File: config.mk
export PLATFORM = sky130hd
export DESIGN_NAME = rsp_merge
export DESIGN_NICKNAME = d
export VERILOG_FILES = /design/src/mem_merge_pkg.sv /design/src/rsp_merge.sv
export SDC_FILE = /design/constraint.sdc
export NUM_CORES = 1
export LEC_CHECK = 0
export BUFFER_PORTS_ARGS = -buffer_cell sky130_fd_sc_hd__buf_2
export CAP_MARGIN = 40
export CORE_ASPECT_RATIO = 1.25
export CORE_UTILIZATION = 27
export DETAILED_ROUTE_END_ITERATION = 10
export PLACE_DENSITY = 0.83
export SLEW_MARGIN = 30
export SYNTH_ARGS = -nofsm -noshare
export SYNTH_HDL_FRONTEND = slang
export SYNTH_SLANG_ARGS = --single-unit
export TNS_END_PERCENT = 5
File: constraint.sdc
create_clock -name vclk -period 1.2
set_clock_uncertainty 0.05 [all_clocks]
set_input_delay 0.18 -clock vclk [all_inputs]
set_output_delay 0.18 -clock vclk [all_outputs]
set_load 0.01 [all_outputs]
File: src/mem_merge_pkg.sv
/*
 * Memory bank merge package
 * Request opcode encoding and the bank numbering shared by the
 * router, the order FIFO, the banks and the response merger.
 */
package mem_merge_pkg;

    // Single-beat request opcode
    typedef enum logic {
        op_read  = 1'b0,
        op_write = 1'b1
    } mem_op_e;

    // Two banks side by side, one address window each
    localparam int NUM_BANKS = 2;

    // Width of a bank index
    localparam int BANK_IDX_WIDTH = $clog2(NUM_BANKS);

    // Names one bank, as recorded in the order FIFO
    typedef logic [BANK_IDX_WIDTH-1:0] bank_idx_t;

endpackage : mem_merge_pkg

File: src/rsp_merge.sv
/*
 * Response merger
 * Returns the response of the bank named at the order FIFO head and
 * steers the ready back to that bank only. The other bank waits.
 */
module rsp_merge #(
    parameter int DATA_WIDTH = 32
) (
    input  mem_merge_pkg::bank_idx_t head_idx,
    input  logic                     head_valid,
    input  logic                     b0_rsp_valid,
    input  mem_merge_pkg::mem_op_e   b0_rsp_op,
    input  logic [DATA_WIDTH-1:0]    b0_rsp_rdata,
    output logic                     b0_rsp_ready,
    input  logic                     b1_rsp_valid,
    input  mem_merge_pkg::mem_op_e   b1_rsp_op,
    input  logic [DATA_WIDTH-1:0]    b1_rsp_rdata,
    output logic                     b1_rsp_ready,
    output logic                     rsp_valid,
    output mem_merge_pkg::mem_op_e   rsp_op,
    output logic [DATA_WIDTH-1:0]    rsp_rdata,
    input  logic                     rsp_ready,
    output logic                     order_pop
);
    import mem_merge_pkg::*;

    logic                  bank_valid [NUM_BANKS];
    mem_op_e               bank_op    [NUM_BANKS];
    logic [DATA_WIDTH-1:0] bank_rdata [NUM_BANKS];
    logic [NUM_BANKS-1:0]  bank_ready;

    assign bank_valid[0] = b0_rsp_valid;
    assign bank_op[0]    = b0_rsp_op;
    assign bank_rdata[0] = b0_rsp_rdata;
    assign bank_valid[1] = b1_rsp_valid;
    assign bank_op[1]    = b1_rsp_op;
    assign bank_rdata[1] = b1_rsp_rdata;

    // Only the bank expected next may present a response
    assign rsp_valid = head_valid && bank_valid[head_idx];
    assign rsp_op    = bank_op[head_idx];
    assign rsp_rdata = bank_rdata[head_idx];

    always_comb begin
        for (int b = 0; b < NUM_BANKS; b++) begin
            bank_ready[b] = rsp_ready && head_valid && (head_idx == bank_idx_t'(b));
        end
    end

    assign b0_rsp_ready = bank_ready[0];
    assign b1_rsp_ready = bank_ready[1];

    // One FIFO entry retires per returned response
    assign order_pop = rsp_valid && rsp_ready;

endmodule : rsp_merge

# Word-level counts from Yosys, hierarchy flattened
# Index checks and enable logic that the tools add are counted.
# Widths: inputs -> output; s select.
word_totals:
  register_bits: 0
  latch_bits: 0
  input_bits: 71
  output_inout_bits: 37
  romBits: 0
  memories: 0
  ramBits: 0
op_classes:
  n_reduce_logical: 5
  mux: 9
  n_addsub: 0
  order_cmp: 1
  n_eq_ne: 0
  shifts: 0
  multipliers: 0
  n_div: 0
  bitwise_logic: 2
op_table:
  columns: ["op", "count"]
  rows:
  - ["$mux 32", 3]
  - ["$mux 1", 6]
  - ["$logic_and 1x1->1", 5]
  - ["$ge 2x2->1 const B", 1]
  - ["$not 1->2", 1]
  - ["$not 1->1", 1]

# Logic depth before layout (Yosys ltp)
depth:
  ltp_word: 6
  mapped_depth: 3
  depth_no_buf: 2

# Least setup slack after synthesis
# Ideal clock, no wire load.
synth_path:
  kind: "input port to output port"
  from: "input head_idx"
  to: "output rsp_rdata[22]"
  cell_stages: 3
  setup_slack_ns: 0.195
  arrival_ns: 0.775
  path_cell_list: "buf_6 > buf_8 > mux2_4"
synth_between:
  elab_chain_cells: 4
synth_rtl:
  columns: ["element", "line", "source"]
  rows:
  - ["start, declared", "rsp_merge.sv:9", "input mem_merge_pkg::bank_idx_t head_idx,"]
  - ["$not 1->2 (not written as such)", "rsp_merge.sv:42", "assign rsp_rdata = bank_rdata[head_idx];"]
  - ["$mux 32 (not written as such) (3 in a row)", "rsp_merge.sv:42", null]
  - ["end, declared", "rsp_merge.sv:21", "output logic [DATA_WIDTH-1:0] rsp_rdata,"]
# Every way passes these cells. The select of a mux whose other input is x is not followed.

# Final worst setup path
layout_path:
  from: "input head_idx"
  to: "output rsp_rdata[25]"
# The elaborated chain is that of the path after synthesis.

==> results.yml <==
run_status:
  status: "finished with violations"
  failed_checks: "DRC"
synthesis:
  synth_cells: 43
  synth_top_family_by_area: "multiplexers"
  synth_simple_gate_area_share: 0.0412
  synth_area_sq_um: 577
  ys_warn_count: 0
  synthTopCellsByCount: "mux2_4 (28), mux2_2 (5), buf_12 (2), nor2_1 (2)"
  yosysMostFrequentCell: "mux2_4"
  synth_nets: 114
  synth_compound_area_frac: 0
  syn_avg_cell_area_sq_um: 13.4
  netlist.area_leader.share: 0.729
  yosysUniqueCellTypes: 10
  synth_top_cell_by_area: "mux2_4"
  seq_area_frac_synth: 0
  synthXorXnorAreaFrac: 0
  synthTopCellsByArea: "mux2_4 (73%), mux2_2 (9.8%), buf_12 (6.9%)"
  synth_mux_area_frac: 0.844
  synthAdderAreaFrac: 0
routing:
  drt-vias-per-instance: 4.53
  drt_pass1_iterations: 8
  wl_per_cell_um: 12.0
  ant_nets: 0
  drc_errors: 14
  wl_mm: 2.05
  dr_total_vias: 775
  initialDrtViolationCount: 14
sta:
  slew_viol_final: 0
  rsz0062_at_grt: "no"
  worst_pin_slew_ns: 0.149
  maxSlewHeadroom: 0.898
  setup_viol: 0
  period_needed_ns: 1.16
  hold-worst-slack_ns: 0.615
  final-hold-violation-count: 0
  fmax_mhz: 865
  min_period_over_period: 0.963
  setup_ws_ns: 0.0439
global_routing:
  grt-ovfl-total: 0
  track_usage: 0.155
  grt_max_degree: 14
  grt_pass1_vias: 733
  antenna_found_initial: 0
  grt_pass1_wl_mm: 2.80
power:
  leakagePower_nw: 0.744
  finalPower_w: 0.000479
  peakVddDrop_mv: 0.220
  power.density_mw_per_mm2: 403
worst_setup_path:
  cp-startpoint: "head_idx"
  crit_fanout: 13
  cp.required_ns: 0.97
  crit_end: "rsp_rdata[25]"
  critPathKind: "input pin to output pin"
  cp-start-kind: "input pin"
  end_kind: "output pin"
  cp.arrival_ns: 0.93
placed_design:
  dp.final_hpwl_mm: 1.73
  port_buffers: 108
  dp_slack_ns: -0.0543
  place.gp.congestion: 0.744
finish:
  utilization: 0.592
  seq_cell_count: 0
  drive_above_1_share: 0.967
  clkbuf_count: 0
  diodes: 0
  regArea_sq_um: 0
  nets: 224
  syn2layout_area_growth_pct: 106
floorplan:
  ioPinCount: 108
  die_h_um: 53.7
  coreArea_sq_mm: 0.00200
  die-area_sq_mm: 0.00233
  chipWidth_um: 43.3
  rows: 18
  initial_utilization: 0.288
run:
  max-cap-violations: 0
min_path:
  worstHoldPathType: "input pin to output pin"
clocking:
  postCtsSetupRepairBufs: 0
  hold_buffers: 0
## worst max-delay path, stage by stage
cell	delay [ns]
buf_6	0.13
buf_12	0.17
mux2_4	0.31
buf_2	0.14
## area by class of cell
cell class / count / area [sq um]
fillers: 163 / 817
multi-input cells: 39 / 523
well taps: 20 / 25.0
repair buffers: 112 / 639
## report_power, final
part	switching, W	leakage [nW]	internal [W]
logic	0.000177	0.744	0.000302
clock network	0	0	0
registers	0	0	0
## cell usage in the layout (no fill, tap or decap), drive strengths merged
cell / instances
and3: 1
nand2: 1
mux2i: 1
clkbuf: 1
mux2: 33
nor2b: 1
nor2: 2
buf: 111
## kinds of logic after synthesis
logic type    after synthesis
simple gates                5
mux                        34
buf+inv                     4
## layer usage
layer  track usage  wire length (um)
met1         0.135               587
met3        0.0134               226
met5             0                 0
met2         0.376              1230
met4             0                 0
## through the flow
| stage | area (sq um) | TNS [ns] | instances |
|---|---|---|---|
| after floorplan | 577 | 0 | 43 |
| after global placement | 1120 | -0.0741 | 169 |
| after detailed placement | 1120 | -0.440 | 169 |
| after CTS | 1150 | 0 | 170 |
| after global routing | 1190 | 0 | 171 |
| final | 1190 | 0 | 171 |
## worst min-delay path by stage
stage,from,endpoint,slack (ns),cells after the start
after floorplan,rsp_ready,b0_rsp_ready,0.42,2
after global placement,b0_rsp_rdata[5],rsp_rdata[5],0.62,3
after detailed placement,b1_rsp_rdata[10],rsp_rdata[10],0.62,3
after CTS,b1_rsp_rdata[10],rsp_rdata[10],0.62,3
after global routing,b1_rsp_rdata[16],rsp_rdata[16],0.63,3
final,b1_rsp_rdata[10],rsp_rdata[10],0.62,3
## timing repair
item                       4_1_cts  5_1_grt
setup endpoints to repair       22        8
cloned                           1        1
resized for setup                3        2
Power figures use the tool's default switching activity.
