**src/mem_merge_pkg.sv**
```systemverilog
/*
 * Memory bank merge package
 * Request opcode encoding and the bank numbering shared by the
 * router, the order FIFO, the banks and the response merger.
 */
package mem_merge_pkg;

    // Single-beat request opcode
    typedef enum logic {
        op_read  = 1'b0,
        op_write = 1'b1
    } mem_op_e;

    // Two banks side by side, one address window each
    localparam int NUM_BANKS = 2;

    // Width of a bank index
    localparam int BANK_IDX_WIDTH = $clog2(NUM_BANKS);

    // Names one bank, as recorded in the order FIFO
    typedef logic [BANK_IDX_WIDTH-1:0] bank_idx_t;

endpackage : mem_merge_pkg

```
**src/bank_order_fifo.sv**
```systemverilog
/*
 * Bank order FIFO
 * Records the bank index of every accepted request so that responses
 * can be returned in request order. Circular buffer with a fill count.
 */
module bank_order_fifo #(
    parameter int ORDER_DEPTH_LOG2 = 3
) (
    input  logic                     clk,
    input  logic                     rst_n,
    input  logic                     push,
    input  mem_merge_pkg::bank_idx_t push_idx,
    output logic                     full,
    input  logic                     pop,
    output mem_merge_pkg::bank_idx_t head_idx,
    output logic                     head_valid
);
    import mem_merge_pkg::*;

    localparam int DEPTH = 1 << ORDER_DEPTH_LOG2;

    bank_idx_t                   entries [DEPTH];
    logic [ORDER_DEPTH_LOG2-1:0] wr_ptr;
    logic [ORDER_DEPTH_LOG2-1:0] rd_ptr;
    logic [ORDER_DEPTH_LOG2:0]   count;

    always_ff @(posedge clk) begin
        if (!rst_n) begin
            wr_ptr <= '0;
            rd_ptr <= '0;
            count  <= '0;
        end else begin
            if (push) begin
                wr_ptr <= wr_ptr + 1'b1;
            end
            if (pop) begin
                rd_ptr <= rd_ptr + 1'b1;
            end
            case ({push, pop})
                2'b10:   count <= count + 1'b1;
                2'b01:   count <= count - 1'b1;
                default: count <= count;
            endcase
        end
    end

    always_ff @(posedge clk) begin
        if (push) begin
            entries[wr_ptr] <= push_idx;
        end
    end

    assign full       = (count == (ORDER_DEPTH_LOG2 + 1)'(DEPTH));
    assign head_valid = (count != '0);
    assign head_idx   = entries[rd_ptr];

    // Router and merger must respect the FIFO state
    a_no_push_full: assert property (@(posedge clk) disable iff (!rst_n) push |-> !full);
    a_no_pop_empty: assert property (@(posedge clk) disable iff (!rst_n) pop |-> head_valid);

endmodule : bank_order_fifo

```
**config.mk**
```make
export PLATFORM = sky130hd
export DESIGN_NAME = bank_order_fifo
export DESIGN_NICKNAME = d
export VERILOG_FILES = /design/src/mem_merge_pkg.sv /design/src/bank_order_fifo.sv
export SDC_FILE = /design/constraint.sdc
export NUM_CORES = 1
export LEC_CHECK = 0
export BUFFER_PORTS_ARGS = -buffer_cell sky130_fd_sc_hd__buf_2
export CAP_MARGIN = 30
export CORE_ASPECT_RATIO = 1.1
export CORE_MARGIN = 1
export CORE_UTILIZATION = 56
export CTS_CLUSTER_SIZE = 10
export DETAILED_ROUTE_END_ITERATION = 8
export PLACE_DENSITY = 0.8
export SETUP_SLACK_MARGIN = 0.3
export SYNTH_ARGS = -nofsm -noshare
export SYNTH_HDL_FRONTEND = slang
export SYNTH_SLANG_ARGS = --single-unit
```
**constraint.sdc**
```tcl
create_clock -name clk -period 2.4 [get_ports clk]
set_clock_uncertainty 0.05 [all_clocks]
set_input_delay 0.48 -clock clk [delete_from_list [all_inputs] [get_ports clk]]
set_output_delay 0.48 -clock clk [all_outputs]
set_load 0.03 [all_outputs]
```
### Yosys cells after proc, flatten, opt, wreduce, memory -nomap -nowiden

Memory sizes are Yosys's and may differ from the RTL's. A register that Yosys moved wholly into a read port is not among the register bits.
Index checks and enable logic that the tools add are counted.

| storage, ports and cells | value |
|---|---|
| input bits | 5 |
| flip-flop bits (word level) | 10 |
| memories kept | 1 |
| output and inout port bits | 3 |
| memory bits (writable) | 8 |
| word-level logic and storage cells | 18 |

Memories:

| name | words | bits a word | rd ports | clocked after Yosys merged registers in | wr ports | RTL line | RTL |
|---|---|---|---|---|---|---|---|
| entries | 8 | 1 | 1 | 1 | 1 | bank_order_fifo.sv:22 | `bank_idx_t entries [DEPTH];` |

| operators by class | value |
|---|---|
| $add $sub $neg | 4 |
| reduce and logical (&&, ||, !) cells | 2 |
| muxes and demuxes | 5 |
| equality and inequality tests | 3 |

Operator list:

| cell | number |
|---|---|
| 4-bit one-hot mux with 2 select lines | 1 |
| 3-bit by 1-bit adder with 3-bit output, second input constant | 2 |
| 3-bit two-way mux | 2 |
| 4-bit by 1-bit adder with 4-bit output, second input constant | 1 |
| 4-bit equality test, second input constant | 1 |
| 4-bit nonzero test | 1 |
| 4-bit by 1-bit subtractor with 4-bit output, second input constant | 1 |
| 2-bit by 1-bit equality test with 1-bit output, second input constant | 1 |
| 2-bit equality test, second input constant | 1 |
| 1-bit two-way mux | 2 |
| 2-bit nonzero test | 1 |

### Longest topological paths before layout

| logic depth | value |
|---|---|
| depth in word-level cells | 3 |
| depth in mapped cells | 8 |
| depth with buffers taken out | 8 |

### Worst setup path after synthesis

OpenSTA, ideal clock, no wires.

| timing | value |
|---|---|
| kind | reg-to-output |
| start point | reg count[1] |
| end point | out full |
| required time | 1870 ps |
| stages on the path, launching flop included | 2 |
| path buffers | 0 |
| setup slack | 416 ps |
| data arrival time | 1454 ps |
| cells stage by stage | dfxtp_1 -> nor4b_1 |

| between the ends | value |
|---|---|
| cells in the longest elaborated chain, start to end | 1 |

Ends and longest elaborated chain:

| element | RTL line | RTL |
|---|---|---|
| start, declared | bank_order_fifo.sv:25 | `logic [ORDER_DEPTH_LOG2:0] count;` |
| start signal, assigned | bank_order_fifo.sv:40 | `2'b10: count <= count + 1'b1;` |
| start signal, assigned | bank_order_fifo.sv:41 | `2'b01: count <= count - 1'b1;` |
| start signal, assigned | bank_order_fifo.sv:42 | `default: count <= count;` |
| 4-bit equality test | bank_order_fifo.sv:53 | `assign full = (count == (ORDER_DEPTH_LOG2 + 1)'(DEPTH));` |
| end, declared | bank_order_fifo.sv:13 | `output logic full,` |

No other way between the ends.

==> reports/metrics.cfg <==
[setup_path]
worstPathMaxFanout=2
startpoint_type=flip-flop
rrSetupSlack_ps=820
end_kind=output pin
r2r_end=count[2]
path_class=flip-flop to output pin
cp.required_ps=1870
arrival_ps=1580
rr_worst_depth=6
crit_end=head_idx
r2r-start=count[1]

[die]
placeableCoreArea_um2=1595
rows=15
start_util=0.6133
ioPinCount=8
die_h_um=45.84
die_w_um=41.86
dieArea_um2=1919

[synthesis]
synth_seq_cells=21
synth_nets=91
yosys_warnings=0
synth_area_um2=978.4
seq_area_frac_synth=0.5115
synthesis.instances=81
avgSynthCellArea_um2=12.08
synth_top_area_share=0.2660
synth.distinct_cells=25
synth_area_leaders=dfxtp_1, edfxtp_1, ha_1
synth_area_leader_cell=dfxtp_1

[clock_network]
h-tree-depth=1
clkSinkCount=21
cts_made_buffers=3
clockBufferDepth=2
clkLatencyLatePin_ps=300
path_clk_slew_ps=110
cts_tree=yes
cts_hold_buf=0
root_buffer=clkbuf_4

[pwr]
p_per_area_nw_per_um2=690.0
power.leakage_nw=0.4111
peakVddDrop_uv=392.7

[place]
gp_congestion=0.8236
dpl_cell_area_um2=1011
hpwl_um=968.7
port_buffers=7

[drt]
dr.max_layer_used=met4
wire_per_inst_um=11.93
dr_wl_met2_um=609
wl_met1_um=591
drtPass1Iterations=4
drt_iter0_drc=10
drc=0
vias_per_cell=5.589
drt-total-wl_um=1277
antenna_left=0
wl_met3_um=39
vias=598

[timing]
fin_setup_tns_ps=0
fmax_mhz=474.2
post-route-period-util=0.8787
slew_headroom=0.8084
rsz0062_at_grt=true
tightest_slew_ps=283.5
drv_slew=0
finalHoldViolations=0
setup_viol=0
min_period_ps=2109
hold_slack_ps=392.2

[global_route]
antenna_found_initial=0
track_usage=0.1589
gr-total-overflow=0
grt_pass1_wl_um=2139
grt_start_max_net_pins=13
grt_pass1_vias=540

[finish]
antenna_cells=0
nets=101
fin_area_um2=1046
area_growth_syn_to_layout_pct=6.905
drive_above_1_share=0.2000

[worst_hold_path]
min_path_type=primary input to flip-flop

[flow_run]
max_cap_violations=0

[outcome]
status=finished clean

==> cell usage in the layout, fill, tap and decap left out, drive strengths merged, types with 2 or more instances in the layout <==
master and count:
dfxtp 13, edfxtp 8, buf 7, nand2 6
nor2 6, and2 6, ha 5, xor2 4
nand2b 4, mux2i 4, nor3 3, xnor2 3
nor2b 3, clkbuf 3, mux4 2, mux2 2
nor4b 2
==> cells by family after synthesis <==
group	after synthesis	share of synthesized area
AO/OA/AOI/OAI	5	0.04732
XOR/XNOR	7	0.06266
adder cells (fa/ha/maj)	5	0.06394
buffers and inverters	3	0.02813
flip-flops	21	0.5115
multiplexers	8	0.1100
AND/OR/NAND/NOR	32	0.1765
==> per-stage QoR <==
stage	total power, W	setup slack [ps]	util	cells
5_1_grt	0.0007629	236.4	0.6557	107
3_5_place_dp	0.0005645	290.4	0.6337	103
2_1_floorplan	0.0005379	415.7	-	81
4_1_cts	0.0007316	267.4	0.6557	107
3_3_place_gp	0.0005594	340.5	0.6337	103
6_report	0.0007217	291.2	0.6557	107
==> layer usage <==
metal  vias up  global-route usage
met1       278              0.1717
met3         5             0.04762
met2         9              0.2688
met4         0              0.1161
li1        306                   -
met5         -                   0
==> power by group <==
group / total [W] / switching (W) / internal, W
registers: 0.000423 / 0.0000288 / 0.000395
clock network: 0.000162 / 0.000100 / 0.0000622
logic: 0.000136 / 0.0000694 / 0.0000666
total: 0.000722 / 0.000198 / 0.000523
==> critical path: stages (launching register included) <==
cell and delay, ps:
dfxtp_2 370, mux4_2 490, mux2_2 280, buf_6 140
==> worst min-delay path by stage <==
stage                     depth (start not counted)  startpoint  slack [ps]         end
after floorplan                                   2    count[3]         400    count[3]
after global placement                            2    count[3]         410    count[3]
after detailed placement                          2    count[3]         420    count[3]
after CTS                                         1    push_idx         380  entries[6]
after global routing                              1    push_idx         390  entries[6]
final                                             1    push_idx         390  entries[4]
==> synthesized netlist by cell type (all sizes together) <==
cell / n
o41ai: 1
inv: 1
nor3: 3
mux2: 2
nand2b: 4
a21oi: 1
clkbuf: 1
xor2: 4
ha: 5
nor4b: 2
xnor2: 3
a41oi: 1
nor2b: 3
edfxtp: 8
a21boi: 1
o21ai: 1
and2: 6
nand2: 6
nor2: 6
or3: 1
or4: 1
buf: 1
mux2i: 4
dfxtp: 13
mux4: 2
==> layout make-up <==
class,instances,area (um^2)
clock inverter,1,5.005
tap,17,21.27
sequential,21,501.7
clock buffer,3,22.52
timing repair buffer,7,41.29
inverter,1,3.754
multi-input combinational,57,450.4
fill,122,549.3
==> repair_timing <==
| action | 4_1_cts | 5_1_grt |
|---|---|---|
| cloned | 0 | 0 |
| setup buffers | 0 | 0 |
| endpoints found under the setup margin | 1 | 1 |
| gates resized for setup | 3 | 0 |
No activity file was read; power rests on OpenSTA's default activity.
