**src/mem_merge_pkg.sv**
```systemverilog
/*
 * Memory bank merge package
 * Request opcode encoding and the bank numbering shared by the
 * router, the order FIFO, the banks and the response merger.
 */
package mem_merge_pkg;

    // Single-beat request opcode
    typedef enum logic {
        op_read  = 1'b0,
        op_write = 1'b1
    } mem_op_e;

    // Two banks side by side, one address window each
    localparam int NUM_BANKS = 2;

    // Width of a bank index
    localparam int BANK_IDX_WIDTH = $clog2(NUM_BANKS);

    // Names one bank, as recorded in the order FIFO
    typedef logic [BANK_IDX_WIDTH-1:0] bank_idx_t;

endpackage : mem_merge_pkg

```
**src/bank_req_router.sv**
```systemverilog
/*
 * Bank request router
 * Decodes the owning bank from the address window bit, strips that bit,
 * and loads a registered request slot for the addressed bank. A new
 * request is taken only when every slot can take one and the order
 * FIFO has room.
 */
module bank_req_router #(
    parameter int ADDR_WIDTH  = 12,
    parameter int DATA_WIDTH  = 32,
    parameter int WINDOW_LOG2 = 4
) (
    input  logic                     clk,
    input  logic                     rst_n,
    input  logic                     req_valid,
    output logic                     req_ready,
    input  mem_merge_pkg::mem_op_e   req_op,
    input  logic [ADDR_WIDTH-1:0]    req_addr,
    input  logic [DATA_WIDTH-1:0]    req_wdata,
    output logic                     b0_req_valid,
    input  logic                     b0_req_ready,
    output mem_merge_pkg::mem_op_e   b0_req_op,
    output logic [ADDR_WIDTH-2:0]    b0_req_addr,
    output logic [DATA_WIDTH-1:0]    b0_req_wdata,
    output logic                     b1_req_valid,
    input  logic                     b1_req_ready,
    output mem_merge_pkg::mem_op_e   b1_req_op,
    output logic [ADDR_WIDTH-2:0]    b1_req_addr,
    output logic [DATA_WIDTH-1:0]    b1_req_wdata,
    input  logic                     order_full,
    output logic                     order_push,
    output mem_merge_pkg::bank_idx_t order_push_idx
);
    import mem_merge_pkg::*;

    localparam int BANK_ADDR_WIDTH = ADDR_WIDTH - 1;

    // Bank owning the window that holds this address
    function automatic bank_idx_t addr_to_bank(input logic [ADDR_WIDTH-1:0] addr);
        return bank_idx_t'(addr[WINDOW_LOG2]);
    endfunction

    // Address within the bank, window bit removed
    function automatic logic [BANK_ADDR_WIDTH-1:0] addr_to_bank_addr(
        input logic [ADDR_WIDTH-1:0] addr
    );
        return {addr[ADDR_WIDTH-1:WINDOW_LOG2+1], addr[WINDOW_LOG2-1:0]};
    endfunction

    bank_idx_t                  req_bank;
    logic                       accept;
    logic [NUM_BANKS-1:0]       slot_valid;
    logic [NUM_BANKS-1:0]       slot_ready;
    logic [NUM_BANKS-1:0]       slot_free;
    mem_op_e                    slot_op    [NUM_BANKS];
    logic [BANK_ADDR_WIDTH-1:0] slot_addr  [NUM_BANKS];
    logic [DATA_WIDTH-1:0]      slot_wdata [NUM_BANKS];

    assign req_bank   = addr_to_bank(req_addr);
    assign slot_ready = {b1_req_ready, b0_req_ready};

    // A slot can take a request if empty or draining this cycle
    assign slot_free = ~slot_valid | slot_ready;
    assign req_ready = (&slot_free) && !order_full;
    assign accept    = req_valid && req_ready;

    always_ff @(posedge clk) begin
        if (!rst_n) begin
            slot_valid <= '0;
        end else begin
            for (int b = 0; b < NUM_BANKS; b++) begin
                if (accept && req_bank == bank_idx_t'(b)) begin
                    slot_valid[b] <= 1'b1;
                end else if (slot_ready[b]) begin
                    slot_valid[b] <= 1'b0;
                end
            end
        end
    end

    // Only the addressed slot loads
    always_ff @(posedge clk) begin
        for (int b = 0; b < NUM_BANKS; b++) begin
            if (accept && req_bank == bank_idx_t'(b)) begin
                slot_op[b]    <= req_op;
                slot_addr[b]  <= addr_to_bank_addr(req_addr);
                slot_wdata[b] <= req_wdata;
            end
        end
    end

    assign b0_req_valid = slot_valid[0];
    assign b0_req_op    = slot_op[0];
    assign b0_req_addr  = slot_addr[0];
    assign b0_req_wdata = slot_wdata[0];
    assign b1_req_valid = slot_valid[1];
    assign b1_req_op    = slot_op[1];
    assign b1_req_addr  = slot_addr[1];
    assign b1_req_wdata = slot_wdata[1];

    // Every accepted request records its bank for the merger
    assign order_push     = accept;
    assign order_push_idx = req_bank;

endmodule : bank_req_router

```
**config.mk**
```make
export PLATFORM = sky130hd
export DESIGN_NAME = bank_req_router
export DESIGN_NICKNAME = d
export VERILOG_FILES = /design/src/mem_merge_pkg.sv /design/src/bank_req_router.sv
export SDC_FILE = /design/constraint.sdc
export NUM_CORES = 1
export LEC_CHECK = 0
export BUFFER_PORTS_ARGS = -buffer_cell sky130_fd_sc_hd__buf_2
export CAP_MARGIN = 10
export CORE_MARGIN = 3
export CORE_UTILIZATION = 40
export CTS_CLUSTER_DIAMETER = 120
export DETAILED_ROUTE_END_ITERATION = 10
export PLACE_DENSITY_LB_ADDON = 0.05
export SLEW_MARGIN = 20
export SYNTH_ARGS = -nofsm -noshare
export SYNTH_HDL_FRONTEND = slang
export SYNTH_SLANG_ARGS = --single-unit
export TNS_END_PERCENT = 50
```
**constraint.sdc**
```tcl
create_clock -name clk -period 5.25 [get_ports clk]
set_input_delay 0.525 -clock clk [delete_from_list [all_inputs] [get_ports clk]]
set_output_delay 0.525 -clock clk [all_outputs]
set_load 0.1 [all_outputs]
```
======== Word-level counts from Yosys, hierarchy flattened ========
Memory sizes are Yosys's and may differ from the RTL's.
Index checks and enable logic that the tools add are counted.
word-level totals
  bits of input ports ..................... 51
  memory bits (writable) .................. 88
  memories ................................ 3
  output and inout port bits .............. 93
  register bits ........................... 2
memories
  memory      depth  bits a word  read ports  clocked after Yosys merged registers in  wr ports  line                   text
  slot_wdata  2      32           2           0                                        1         bank_req_router.sv:57  logic [DATA_WIDTH-1:0] slot_wdata [NUM_BANKS];
  slot_addr   2      11           2           0                                        1         bank_req_router.sv:56  logic [BANK_ADDR_WIDTH-1:0] slot_addr [NUM_BANKS];
  slot_op     2      1            2           0                                        1         bank_req_router.sv:55  mem_op_e slot_op [NUM_BANKS];
operators by class
  reduce and logical (&&, ||, !) cells .... 11
  mux-type cells .......................... 17
  bitwise gates (word level) .............. 3
operators with widths
  cell                 number
  32-bit 2-to-1 mux    1
  32-bit OR reduction  1
  1-bit 2-to-1 mux     15
  11-bit 2-to-1 mux    1
  11-bit OR reduction  1
  1-bit logical AND    4
  2-bit nonzero test   2
  2-bit inverter       1
  2-bit OR             1
  2-bit AND reduction  1
  1-bit logical NOT    1
  1-bit inverter       1
  1-bit OR reduction   1

======== Longest topological paths before layout ========
  word-level depth ........................ 10
  depth in mapped cells ................... 2
  mapped depth without buffers ............ 2

======== Worst setup path after synthesis ========
Ideal clock, no wire load.
  kind .................................... register to register
  start point ............................. reg slot_valid[1]
  end point ............................... mem slot_addr[0][0] (netlist name) (enable)
  data arrival time ....................... 5201 ps
  period minus slack after synthesis ...... 5756 ps
  path buffers ............................ 0
  setup slack ............................. -506 ps
  library setup time ...................... 555 ps
  stages on the path, launching flop included .. 3
  required time ........................... 4695 ps
  cells stage by stage .................... dfxtp_1 nor2b_1 nor4_1
between the ends
  longest elaborated chain between the ends .. 10
ends and longest elaborated chain
  item                                    line                   text
  start: declaration                      bank_req_router.sv:52  logic [NUM_BANKS-1:0] slot_valid;
  start signal: assignment                bank_req_router.sv:69  slot_valid <= '0;
  start signal: indexed assignment        bank_req_router.sv:73  slot_valid[b] <= 1'b1;
  start signal: indexed assignment        bank_req_router.sv:75  slot_valid[b] <= 1'b0;
  2-bit inverter (*)                      bank_req_router.sv:63  assign slot_free = ~slot_valid | slot_ready;
  2-bit OR (*)                            bank_req_router.sv:63
  2-bit AND reduction (*)                 bank_req_router.sv:64  assign req_ready = (&slot_free) && !order_full;
  1-bit logical AND (*)                   bank_req_router.sv:64
  1-bit logical AND (*)                   bank_req_router.sv:65  assign accept = req_valid && req_ready;
  1-bit logical AND                       bank_req_router.sv:84  if (accept && req_bank == bank_idx_t'(b)) begin
  1-bit 2-to-1 mux                        bank_req_router.sv:84
  1-bit 2-to-1 mux (not written as such)  bank_req_router.sv:86  slot_addr[b] <= addr_to_bank_addr(req_addr);
  11-bit OR reduction (no line)           -
  1-bit 2-to-1 mux (no line)              -
  end: declaration                        bank_req_router.sv:56
Mark *: on every way between the ends. The rest lies on a longest branch, timed or not.

======== Worst setup path after layout ========
  start point ............................. reg slot_valid[1]
  end point ............................... out order_push
between the ends
  longest elaborated chain between the ends .. 5
ends and longest elaborated chain
  item                 line                   text
  2-bit inverter       bank_req_router.sv:63
  2-bit OR             bank_req_router.sv:63
  2-bit AND reduction  bank_req_router.sv:64
  1-bit logical AND    bank_req_router.sv:64
  1-bit logical AND    bank_req_router.sv:65
  end: declaration     bank_req_router.sv:31  output logic order_push,
No other way between the ends.

==> results.cfg <==
[run_status]
status = finished clean

[synthesis]
synth_area_um2 = 2780
synth-seq-cells = 90
synth_fa_ha_area_frac = 0
syn_area_per_cell_um2 = 27.0
yosysUniqueCellTypes = 11
synth_mux_area_frac = 0
seq_area_frac_synth = 0.965
synth-xor-area-share = 0
syn-num-nets = 154
synth_cells = 103
synthSimpleGateAreaFrac = 0.0248
yosysWarnings = 0
synth_compound_area_frac = 0.00630
synth_top_family_by_area = simple AND/OR/NAND/NOR gates

[flow_run]
cap_violations = 0

[detailed_routing]
drc_errors = 0
initialDrtViolationCount = 34
vias = 1532
drt_pass1_iterations = 4
wl_per_cell_um = 15.3
via_per_inst = 4.48
ant_nets = 0
wirelength_um = 5250

[timing]
slew_headroom = 0.663
tightest_slew_ns = 0.509
max_freq_mhz = 497
rsz0062_at_grt = false
fin_ws_ns = 3.24
period_minus_slack_ns = 2.01
skew_ns = 0.00713
slew_viol_final = 0
finalCritPeriodShare = 0.383
finalHoldViolations = 0
finalSetupViolCount = 0

[place]
hpwl_um = 3810
io_buffer_count = 143
place_ws_ns = 3.29
place.gp.congestion = 0.717

[worst_setup_path]
crit_path_end_kind = primary output
cp_cell_sequence = nor2b_1, nor3_1, buf_2
crit_family = buffers and inverters
arrival_ns = 1.49
crit_buf_inv = 1
max_stage_delay_ns = 0.45
slowest_stage = buf_2
critPathKind = reg2out
critical_path_required_ns = 4.72
cp_max_fo = 6
startpoint_type = flip-flop

[power]
clkPwrFrac = 0.364
ir_drop_v = 0.000192
sequentialPowerShare = 0.506
p_leak_nw = 1.57
p_switching_mw = 0.407
internal-power_mw = 1.21
power_density_nw_per_um2 = 415
p_sw_frac = 0.252
total_power_mw = 1.61
p_comb_frac = 0.130

[floorplan]
core_um2 = 6530
rows = 29
die_h_um = 89.4
die-area_um2 = 7990
start_util = 0.426
die_w_um = 89.4
io_pins = 144

[layout]
antennaDiodeCount = 0
area_growth_pct = 40.0
nNetsFinal = 311
post-route-util = 0.596
drive_gt1_frac = 0.623

[clock_tree]
clock_sinks = 90
cts_tree = done
post_cts_buffers = 0
clockBufferDepth = 2
ctsResizeCount = 0
clkLatencyLatePin_ns = 0.34
cts.clk_slew.worst_paths_ns = 0.09
numCtsBuffers = 9
htreeDepth = 3
ctsHoldBuffers = 0
cts-root-buf = clkbuf_8

[global_route]
grt_util_met3 = 0.0756
use_met2 = 0.208
antenna_found_initial = 0
grt_usage = 0.131
grt_overflow_total = 0
busiest_layer = met2
grt_max_degree = 33
grt_pass1_wl_um = 7540
globalRouteMet1Util = 0.145
grt_pass1_vias = 1539

[min_path]
hold_path_class = in2reg
## per-stage QoR
stage	setup TNS (ns)	cell area, um^2	std cells	hold slack (ns)
after CTS	0	3890	342	0.349
after detailed placement	0	3630	326	0.674
final	0	3890	342	0.368
after global placement	0	3630	326	0.678
after global routing	0	3890	342	0.343
after floorplan	-44.51	2780	103	0.624
## worst paths after layout
path | from | end | slack (ns) | cells after the start
setup / recovery | slot_valid[1] | order_push | 3.24 | 3
hold reg to reg | slot_valid[0] | slot_valid[1] | 0.68 | 2
setup reg to reg | slot_valid[1] | slot_wdata[0][44] | 3.67 | 3
hold / removal | req_addr[0] | slot_addr[0][0] | 0.37 | 1
## cells in the final DEF, fill, tap and decap left out, drive strengths merged
cell type / netlist / layout
buf: 1 / 147
edfxtp: 88 / 88
clkbuf: 0 / 9
bufinv: 0 / 4
clkinv: 0 / 3
nor2b: 2 / 2
nor4: 2 / 2
nor3: 2 / 2
o2bb2ai: 2 / 2
dfxtp: 2 / 2
inv: 1 / 1
nand2b: 1 / 1
nand4bb: 1 / 1
nand4b: 1 / 1
## registers in the layout (all words and copies together), names as in the netlist
signal and cells:
slot_op 2, slot_addr 22, slot_valid 2, slot_wdata 64
## per-layer routing
metal | share of wire | vias up
met5 | 0 | -
met4 | 0.019 | 0
met3 | 0.13 | 8
met2 | 0.49 | 91
met1 | 0.36 | 699
li1 | - | 734
## power groups by stage
stage / clock network (mW) / registers [mW] / logic, mW
6_report: 0.588 / 0.817 / 0.210
3_5_place_dp: 0 / 0.833 / 0.212
3_3_place_gp: 0 / 0.834 / 0.211
4_1_cts: 0.601 / 0.817 / 0.212
2_1_floorplan: 0 / 0.978 / 0.0219
5_1_grt: 0.631 / 0.819 / 0.218
## final cells by class
| class | count | area, um^2 |
|---|---|---|
| inverter | 1 | 3.75 |
| fill | 503 | 2640 |
| clock buffer | 9 | 124 |
| tap | 77 | 96.3 |
| clock inverter | 7 | 141 |
| sequential | 90 | 2680 |
| multi-input combinational | 11 | 98.8 |
| timing repair buffer | 147 | 746 |
## cells in the mapped netlist
master	count	area, um^2
nand4b_1	1	8.76
nand4bb_1	1	11.3
nand2b_4	1	13.8
inv_1	1	3.75
buf_4	1	7.51
dfxtp_1	2	40.0
nor3_1	2	10.0
edfxtp_1	88	2640
nor4_1	2	12.5
nor2b_1	2	12.5
o2bb2ai_1	2	17.5
## logic make-up (layout without fill, tap and decap cells)
group	Yosys count	count (layout)
and+or+nand+nor	9	9
DFF	90	90
buffers and inverters	2	164
AOI/OAI and AO/OA	2	2
## worst reg2reg max path, delay by kind of cell (launching register included)
kind	cells	cell delay [ns]
buffers and inverters	1	0.43
AND/OR/NAND/NOR	2	0.46
flip-flops	1	0.31
No activity file was read; power rests on OpenSTA's default activity.
